==> src/lsu_pkg.sv <==
`default_nettype none

package lsu_pkg;

    // ==============================
    // Encodings
    // ==============================

    typedef enum logic [1:0] {
        OP_NONE  = 2'd0,  // Result passes through
        OP_LOAD  = 2'd1,
        OP_STORE = 2'd2
    } lsu_op_e;

    // Values match the AXI AxSIZE codes
    typedef enum logic [2:0] {
        SIZE_BYTE = 3'd0,
        SIZE_HALF = 3'd1,
        SIZE_WORD = 3'd2
    } mem_size_e;

    typedef enum logic [1:0] {
        BURST_FIXED = 2'b00,
        BURST_INCR  = 2'b01
    } axi_burst_e;

    localparam logic [3:0] AXI_ID         = 4'h0;
    localparam logic [7:0] AXI_LEN_SINGLE = 8'h00;  // One beat per transaction
    localparam logic [1:0] AXI_RESP_OKAY  = 2'b00;

    // ==============================
    // Records
    // ==============================

    typedef struct packed {
        lsu_op_e     op;
        mem_size_e   size;
        logic        load_unsigned;
        logic [31:0] addr;
        logic [31:0] wdata;
        logic [4:0]  rd;
        logic [31:0] result;
    } ex_req_t;

    typedef struct packed {
        lsu_op_e     op;
        mem_size_e   size;
        logic        load_unsigned;
        logic [31:0] addr;
        logic [31:0] wdata;   // Already in the addressed lanes
        logic [3:0]  strb;
        axi_burst_e  burst;
        logic [1:0]  offset;
        logic [4:0]  rd;
        logic [31:0] result;
    } mem_cmd_t;

    // Shared by AR and AW
    typedef struct packed {
        logic [31:0] addr;
        logic [3:0]  id;
        logic [7:0]  len;
        mem_size_e   size;
        axi_burst_e  burst;
    } axi_ax_t;

    typedef struct packed {
        logic [31:0] data;
        logic [3:0]  strb;
        logic        last;
    } axi_w_t;

    typedef struct packed {
        logic [1:0] resp;
        logic [3:0] id;
    } axi_b_t;

    typedef struct packed {
        logic [31:0] data;
        logic [1:0]  resp;
        logic        last;
        logic [3:0]  id;
    } axi_r_t;

    typedef struct packed {
        logic [4:0]  rd;
        logic [31:0] data;
        logic        fault;
    } wb_t;

endpackage

`default_nettype wire

==> src/lsu_axi_master.sv <==
`default_nettype none

module lsu_axi_master import lsu_pkg::*; (
    input  wire           clk,
    input  wire           rst,

    // Command from decode
    input  wire           cmd_valid,
    input  wire mem_cmd_t cmd,
    output logic          cmd_ready,

    // Response to load align
    input  wire           rsp_ready,
    output logic          rsp_valid,
    output logic [31:0]   rsp_data,
    output logic          rsp_fault,
    output mem_cmd_t      rsp_cmd,

    // AXI4 master
    output logic          ar_valid,
    input  wire           ar_ready,
    output axi_ax_t       ar,
    output logic          aw_valid,
    input  wire           aw_ready,
    output axi_ax_t       aw,
    output logic          w_valid,
    input  wire           w_ready,
    output axi_w_t        w,
    input  wire           b_valid,
    output logic          b_ready,
    input  wire axi_b_t   b,
    input  wire           r_valid,
    output logic          r_ready,
    input  wire axi_r_t   r
);

    typedef enum logic [2:0] {
        S_IDLE,
        S_RD_ADDR,
        S_RD_DATA,
        S_WRITE,
        S_WR_RESP,
        S_DONE
    } state_e;

    state_e      state;
    mem_cmd_t    cmd_q;
    logic        aw_done;
    logic        w_done;
    logic        fault_q;
    logic [31:0] data_q;
    logic        take;
    logic        aw_fire;
    logic        w_fire;
    axi_ax_t     ax;

    // Idle and nothing waiting downstream
    assign cmd_ready = (state == S_IDLE) && rsp_ready;
    assign take      = cmd_valid && cmd_ready;

    // ==============================
    // AXI channel drive
    // ==============================

    assign ar_valid = (state == S_RD_ADDR);
    assign r_ready  = (state == S_RD_DATA);
    assign aw_valid = (state == S_WRITE) && !aw_done;
    assign w_valid  = (state == S_WRITE) && !w_done;
    assign b_ready  = (state == S_WR_RESP);  // Both AW and W done

    assign aw_fire = aw_valid && aw_ready;
    assign w_fire  = w_valid && w_ready;

    assign ax = '{addr: cmd_q.addr, id: AXI_ID, len: AXI_LEN_SINGLE,
                  size: cmd_q.size, burst: cmd_q.burst};
    assign ar = ax;
    assign aw = ax;
    assign w  = '{data: cmd_q.wdata, strb: cmd_q.strb, last: 1'b1};

    assign rsp_cmd = cmd_q;

    // Response passes straight through on the R or B beat
    always_comb begin
        rsp_valid = 1'b0;
        rsp_data  = data_q;
        rsp_fault = fault_q;
        case (state)
            S_RD_DATA: begin
                rsp_valid = r_valid;
                rsp_data  = r.data;
                rsp_fault = (r.resp != AXI_RESP_OKAY);
            end
            S_WR_RESP: begin
                rsp_valid = b_valid;
                rsp_fault = (b.resp != AXI_RESP_OKAY);
            end
            S_DONE:  rsp_valid = 1'b1;
            default: rsp_valid = 1'b0;
        endcase
    end

    // ==============================
    // FSM
    // ==============================

    always_ff @(posedge clk or posedge rst) begin
        if (rst) begin
            state   <= S_IDLE;
            aw_done <= 1'b0;
            w_done  <= 1'b0;
            fault_q <= 1'b0;
        end else begin
            case (state)
                S_IDLE: begin
                    if (take) begin
                        aw_done <= 1'b0;
                        w_done  <= 1'b0;
                        fault_q <= 1'b0;
                        case (cmd.op)
                            OP_LOAD:  state <= S_RD_ADDR;
                            OP_STORE: state <= S_WRITE;
                            default:  state <= S_DONE;  // Pass-through
                        endcase
                    end
                end
                S_RD_ADDR: begin
                    if (ar_ready) begin
                        state <= S_RD_DATA;
                    end
                end
                S_RD_DATA: begin
                    if (r_valid) begin
                        fault_q <= rsp_fault;
                        state   <= rsp_ready ? S_IDLE : S_DONE;
                    end
                end
                S_WRITE: begin
                    if (aw_fire) aw_done <= 1'b1;
                    if (w_fire) w_done <= 1'b1;
                    // AW and W may finish in either order
                    if ((aw_done || aw_fire) && (w_done || w_fire)) begin
                        state <= S_WR_RESP;
                    end
                end
                S_WR_RESP: begin
                    if (b_valid) begin
                        fault_q <= rsp_fault;
                        state   <= rsp_ready ? S_IDLE : S_DONE;
                    end
                end
                S_DONE: begin
                    if (rsp_ready) state <= S_IDLE;
                end
                default: state <= S_IDLE;
            endcase
        end
    end

    always_ff @(posedge clk) begin
        if (take) begin
            cmd_q <= cmd;
        end
        if ((state == S_RD_DATA) && r_valid) begin
            data_q <= r.data;
        end
    end

endmodule

`default_nettype wire

==> src/lsu_load_align.sv <==
`default_nettype none

module lsu_load_align import lsu_pkg::*; (
    input  wire           clk,
    input  wire           rst,
    input  wire           rsp_valid,
    input  wire [31:0]    rsp_data,
    input  wire           rsp_fault,
    input  wire mem_cmd_t rsp_cmd,
    output logic          rsp_ready,
    output logic          lsu_valid,
    input  wire           wb_ready,
    output wb_t           wb
);

    logic [31:0] shifted;
    logic [31:0] load_data;
    wb_t         wb_d;

    // ==============================
    // Load extraction
    // ==============================

    always_comb begin
        shifted = rsp_data >> {rsp_cmd.offset, 3'b000};
        case (rsp_cmd.size)
            SIZE_BYTE: begin
                if (rsp_cmd.load_unsigned) begin
                    load_data = {24'h0, shifted[7:0]};
                end else begin
                    load_data = {{24{shifted[7]}}, shifted[7:0]};
                end
            end
            SIZE_HALF: begin
                if (rsp_cmd.load_unsigned) begin
                    load_data = {16'h0, shifted[15:0]};
                end else begin
                    load_data = {{16{shifted[15]}}, shifted[15:0]};
                end
            end
            default: load_data = shifted;
        endcase
    end

    // Stores and pass-through ops write back the execute result
    always_comb begin
        wb_d.rd    = rsp_cmd.rd;
        wb_d.data  = (rsp_cmd.op == OP_LOAD) ? load_data : rsp_cmd.result;
        wb_d.fault = rsp_fault;
    end

    // ==============================
    // Writeback register
    // ==============================

    assign rsp_ready = !lsu_valid;  // Free once the held result is gone

    always_ff @(posedge clk or posedge rst) begin
        if (rst) begin
            lsu_valid <= 1'b0;
        end else if (rsp_valid && rsp_ready) begin
            lsu_valid <= 1'b1;
        end else if (wb_ready) begin
            lsu_valid <= 1'b0;
        end
    end

    always_ff @(posedge clk) begin
        if (rsp_valid && rsp_ready) begin
            wb <= wb_d;
        end
    end

endmodule

`default_nettype wire

==> src/lsu_req_decode.sv <==
`default_nettype none

module lsu_req_decode import lsu_pkg::*; #(
    parameter logic [31:0] SDRAM_BASE = 32'hA000_0000,
    parameter logic [31:0] SDRAM_END  = 32'hBFFF_FFFF
) (
    input  wire          clk,
    input  wire          rst,
    input  wire          ex_valid,
    input  wire ex_req_t ex_req,
    input  wire          cmd_ready,
    output logic         lsu_ready,
    output logic         cmd_valid,
    output mem_cmd_t     cmd
);

    logic       started;   // Low until the first edge after reset
    logic       full;
    logic [1:0] offset;
    logic [3:0] mask;
    logic       in_sdram;
    mem_cmd_t   cmd_d;

    assign offset   = ex_req.addr[1:0];
    assign in_sdram = (ex_req.addr >= SDRAM_BASE) && (ex_req.addr <= SDRAM_END);

    // Width mask before lane shift
    always_comb begin
        case (ex_req.size)
            SIZE_BYTE: mask = 4'b0001;
            SIZE_HALF: mask = 4'b0011;
            default:   mask = 4'b1111;
        endcase
    end

    always_comb begin
        cmd_d.op            = ex_req.op;
        cmd_d.size          = ex_req.size;
        cmd_d.load_unsigned = ex_req.load_unsigned;
        cmd_d.addr          = ex_req.addr;
        cmd_d.wdata         = ex_req.wdata << {offset, 3'b000};
        cmd_d.strb          = (ex_req.op == OP_STORE) ? (mask << offset) : 4'b0000;
        cmd_d.burst         = in_sdram ? BURST_INCR : BURST_FIXED;
        cmd_d.offset        = offset;
        cmd_d.rd            = ex_req.rd;
        cmd_d.result        = ex_req.result;
    end

    // cmd_ready already folds in the master and writeback side
    assign lsu_ready = started && !full && cmd_ready;
    assign cmd_valid = full;

    always_ff @(posedge clk or posedge rst) begin
        if (rst) begin
            started <= 1'b0;
            full    <= 1'b0;
        end else begin
            started <= 1'b1;
            if (ex_valid && lsu_ready) begin
                full <= 1'b1;
            end else if (cmd_valid && cmd_ready) begin
                full <= 1'b0;
            end
        end
    end

    always_ff @(posedge clk) begin
        if (ex_valid && lsu_ready) begin
            cmd <= cmd_d;
        end
    end

endmodule

`default_nettype wire

==> src/lsu_top.sv <==
`default_nettype none

module lsu_top import lsu_pkg::*; #(
    parameter logic [31:0] SDRAM_BASE = 32'hA000_0000,
    parameter logic [31:0] SDRAM_END  = 32'hBFFF_FFFF
) (
    input  wire          clk,
    input  wire          rst,

    // Execute side
    input  wire          ex_valid,
    input  wire ex_req_t ex_req,
    output logic         lsu_ready,

    // Writeback side
    output logic         lsu_valid,
    output wb_t          wb,
    input  wire          wb_ready,

    // AXI4 master
    output logic         ar_valid,
    input  wire          ar_ready,
    output axi_ax_t      ar,
    output logic         aw_valid,
    input  wire          aw_ready,
    output axi_ax_t      aw,
    output logic         w_valid,
    input  wire          w_ready,
    output axi_w_t       w,
    input  wire          b_valid,
    output logic         b_ready,
    input  wire axi_b_t  b,
    input  wire          r_valid,
    output logic         r_ready,
    input  wire axi_r_t  r
);

    logic        cmd_valid;
    logic        cmd_ready;
    mem_cmd_t    cmd;
    logic        rsp_valid;
    logic        rsp_ready;
    logic [31:0] rsp_data;
    logic        rsp_fault;
    mem_cmd_t    rsp_cmd;

    lsu_req_decode #(
        .SDRAM_BASE (SDRAM_BASE),
        .SDRAM_END  (SDRAM_END)
    ) i_lsu_req_decode (
        .clk, .rst,
        .ex_valid, .ex_req, .cmd_ready,
        .lsu_ready, .cmd_valid, .cmd
    );

    lsu_axi_master i_lsu_axi_master (
        .clk, .rst,
        .cmd_valid, .cmd, .cmd_ready,
        .rsp_ready, .rsp_valid, .rsp_data, .rsp_fault, .rsp_cmd,
        .ar_valid, .ar_ready, .ar,
        .aw_valid, .aw_ready, .aw,
        .w_valid, .w_ready, .w,
        .b_valid, .b_ready, .b,
        .r_valid, .r_ready, .r
    );

    lsu_load_align i_lsu_load_align (
        .clk, .rst,
        .rsp_valid, .rsp_data, .rsp_fault, .rsp_cmd, .rsp_ready,
        .lsu_valid, .wb_ready, .wb
    );

endmodule

`default_nettype wire

==> config.mk <==
export PLATFORM = sky130hd
export DESIGN_NAME = lsu_top
export DESIGN_NICKNAME = d
export VERILOG_FILES = /design/src/lsu_pkg.sv /design/src/lsu_axi_master.sv /design/src/lsu_load_align.sv /design/src/lsu_req_decode.sv /design/src/lsu_top.sv
export SDC_FILE = /design/constraint.sdc
export NUM_CORES = 1
export LEC_CHECK = 0
export ABC_AREA = 1
export BUFFER_PORTS_ARGS = -buffer_cell sky130_fd_sc_hd__buf_2
export CAP_MARGIN = 10
export CORE_MARGIN = 2
export CORE_UTILIZATION = 45
export CTS_CLUSTER_DIAMETER = 120
export CTS_CLUSTER_SIZE = 40
export DETAILED_ROUTE_END_ITERATION = 10
export PLACE_DENSITY_LB_ADDON = 0.1
export SLEW_MARGIN = 25
export SYNTH_ARGS = -nofsm -noshare
export SYNTH_HDL_FRONTEND = slang
export SYNTH_SLANG_ARGS = --single-unit
==> constraint.sdc <==
create_clock -name clk -period 17.5 [get_ports clk]
set_input_delay 2.625 -clock clk [delete_from_list [all_inputs] [get_ports clk]]
set_output_delay 2.625 -clock clk [all_outputs]
set_load 0.005 [all_outputs]
==> out/metrics.cfg <==
[run_status]
outcome = finished clean

[sta]
timing.slew.headroom_pct = 45.9
timing.fmax_ghz = 0.193
setup_viol = 0
worst_slew_pin_slew_ns = 0.808
final.setup_skew_ns = 0.0347
rsz0062_at_grt = false
final_hold_viol_count = 0
drv_slew = 0
fin_setup_tns_ns = 0
finalCriticalPeriod_ns = 5.17
timing.final.crit_share_pct = 29.6

[finish]
area_delta_synth_final_pct = 10.2
n_fill_cell = 2485
final_nets = 1356
design_area_sq_mm = 0.0141
final_cell_mix = 304 x buf_2, 294 x edfxtp_1, 168 x nand2_1
fin_util_pct = 50.4
drive_above_1_share_pct = 30.5
final_common_cell = buf_2

[worst_setup_path]
crit_required_ns = 14.88
rr_startpoint = i_lsu_axi_master.state[1]
r2r_cells = 6
worstSetupStartpointType = flop
reg2reg_to = i_lsu_req_decode.cmd[109]
cp_top_family = buffers and inverters
path_buf_inv = 3
crit_chain = inv_2 > nand3_4 > inv_2 > buf_2
crit_end = r_ready
worstPathArrival_ns = 2.55
cpMostUsedCell = inv_2
r2r_slack_ns = 14.16
end_kind = output pin
critPathKind = flop to output pin
critPathSlowestCell = nand3_4
critical_path_cell_count = 4
cp_slowest_stage_delay_ns = 0.53
crit_start = i_lsu_axi_master.state[2]
critPathMaxFanout = 45

[routing]
met3_length_um = 2130
ant_nets = 0
routedLengthMet1_um = 11000
drt-pass1-iter-count = 5
wl_per_cell_um = 17.4
dr.max_layer_used = met5
vias_per_cell = 4.81
route.met2.wl_um = 13600
drt_iter0_drc = 580
drcViolationCount = 0
vias = 7573
wl_um = 27300

[clock_tree]
postCtsHoldBufs = 0
cts_num_sinks = 303
numCtsBuffers = 11
clk_latency_ns = 0.51
htreeDepth = 1
post-cts-setup-buffers = 0
cts_tree = yes
cts_root_buffer = clkbuf_16
cts_resized = 0
clk_path_buf_depth = 3
cts.clk_slew.worst_paths_ns = 0.16

[die]
ios = 341
start_util_pct = 45.8
num_rows = 61
die_x_um = 172
die_h_um = 172
dieArea_sq_mm = 0.0297
fp.coreArea_sq_mm = 0.0279

[synthesis]
synth-simple-area-share_pct = 12.5
ys_types = 36
netlist_area_sq_mm = 0.0128
syn_inst = 1017
synth_compound_area_share_pct = 4.59
synth_xor_area_share_pct = 0
ys_seq_area_share_pct = 71.0
synth_top_family_by_area = simple AND/OR/NAND/NOR gates
avgSynthCellArea_sq_um = 12.5
ys_warn_count = 0
synth_adder_area_share_pct = 0.0981
synth_mux_area_share_pct = 0
ys_seq_elements = 303

[place]
dpl.hpwl_um = 19100
portBuffers = 304
gp_congestion = 0.835
place_area_sq_mm = 0.0137

[grt]
grt_max_degree = 61
antenna_found_initial = 10
overflow = 0
grt_use_total_pct = 17.9
grt_pass1_wl_um = 40200
first_global_vias = 7047

[power_and_ir_drop]
vdd_drop_max_v = 0.0000720
power.leakage_nw = 5.73
p_per_area_mw_per_mm2 = 124

[worst_hold_path]
hold_class = flop to flop

[job]
cap_viol_max_count = 0

## worst min-delay path by stage
stage,from,to,slack (ns),cells past startpoint
after floorplan,i_lsu_req_decode.cmd[39],i_lsu_axi_master.ar[0],0.40,0
after global placement,i_lsu_req_decode.cmd[105],i_lsu_axi_master.ar[45],0.40,0
after detailed placement,i_lsu_req_decode.cmd[110],i_lsu_axi_master.ar[2],0.40,0
after CTS,i_lsu_req_decode.cmd[11],i_lsu_axi_master.rsp_cmd[11],0.43,0
after global routing,i_lsu_req_decode.cmd[51],i_lsu_axi_master.rsp_cmd[51],0.43,0
final,i_lsu_req_decode.cmd[11],i_lsu_axi_master.rsp_cmd[11],0.40,0
## registers in the layout, indices dropped and copies added, names as in the netlist
signal / flops
i_lsu_axi_master.ar: 36
i_lsu_axi_master.rsp_cmd: 76
i_lsu_req_decode.cmd: 112
i_lsu_load_align.wb: 38
i_lsu_axi_master.state: 3
i_lsu_load_align.lsu_valid: 1
i_lsu_axi_master.data_q: 32
i_lsu_axi_master.w_done: 1
i_lsu_req_decode.started: 1
i_lsu_axi_master.aw_done: 1
i_lsu_req_decode.cmd_valid: 1
i_lsu_axi_master.fault_q: 1
## power by group
part,switching [mW],internal (mW)
registers,0.0472,0.952
logic,0.283,0.139
clock network,0.206,0.118
total,0.536,1.21
## metrics by stage
stage | power, mW | hold slack (ns) | setup WS, ns | instances
2_1_floorplan | 1.33 | 0.400 | 10.97 | 1043
3_3_place_gp | 1.44 | 0.400 | 12.79 | 1558
3_5_place_dp | 1.44 | 0.405 | 12.79 | 1558
4_1_cts | 1.77 | 0.426 | 12.32 | 1572
5_1_grt | 1.85 | 0.432 | 12.16 | 1573
6_report | 1.74 | 0.399 | 12.33 | 1575
## synthesized netlist by cell type, drive strengths merged
master | n | area (sq um)
buf | 153 | 1110
nor2 | 63 | 246
o22ai | 1 | 6.26
o32ai | 8 | 70.1
clkbuf | 20 | 75.1
a21oi | 28 | 140
o41ai | 1 | 8.76
nand3b | 4 | 30.0
or2 | 23 | 144
a211oi | 3 | 22.5
inv | 81 | 304
conb | 2 | 7.51
o21ai | 33 | 165
nand2 | 168 | 631
nor4 | 1 | 6.26
nand3 | 85 | 448
and3b | 1 | 8.76
dfrtp | 9 | 225
ha | 1 | 12.5
nand4 | 8 | 50.1
clkinv | 1 | 3.75
o21bai | 1 | 7.51
o211ai | 14 | 105
edfxtp | 294 | 8830
nor3 | 6 | 35.0
a22oi | 8 | 60.1
## routing by layer
| layer | global-route usage [%] | vias up |
|---|---|---|
| met1 | 23.0 | 3579 |
| met2 | 30.3 | 251 |
| met5 | 0 | - |
| li1 | - | 3693 |
| met3 | 5.17 | 38 |
| met4 | 3.87 | 12 |
## worst register-to-register path, cell delays in order (launching register included)
cell,delay [ns]
dfrtp_1,0.64
nor3_2,0.45
nand2_1,0.19
nor2_1,0.16
nand2_1,0.15
inv_4,0.59
buf_4,0.76
## kinds of logic (layout without fill, tap and decap cells)
logic type	count (synthesis)	in the layout
AND/OR/NAND/NOR	359	359
adder cells (fa/ha/maj)	1	1
AO/OA/AOI/OAI	97	97
flip-flops	303	303
buffers and inverters	255	407
other	2	30
## area by class of cell
class,instances,area [sq um],share of cell area [%]
sequential,303,9050,64.4
multi-input combinational,485,2330,16.6
timing repair buffer,311,1580,11.3
tap,378,473,3.37
inverter,82,310,2.21
clock buffer,11,275,1.96
clock inverter,3,23.8,0.169
antenna,2,5.00,0.0356
Note: power is estimated with default switching activity, not from simulation.
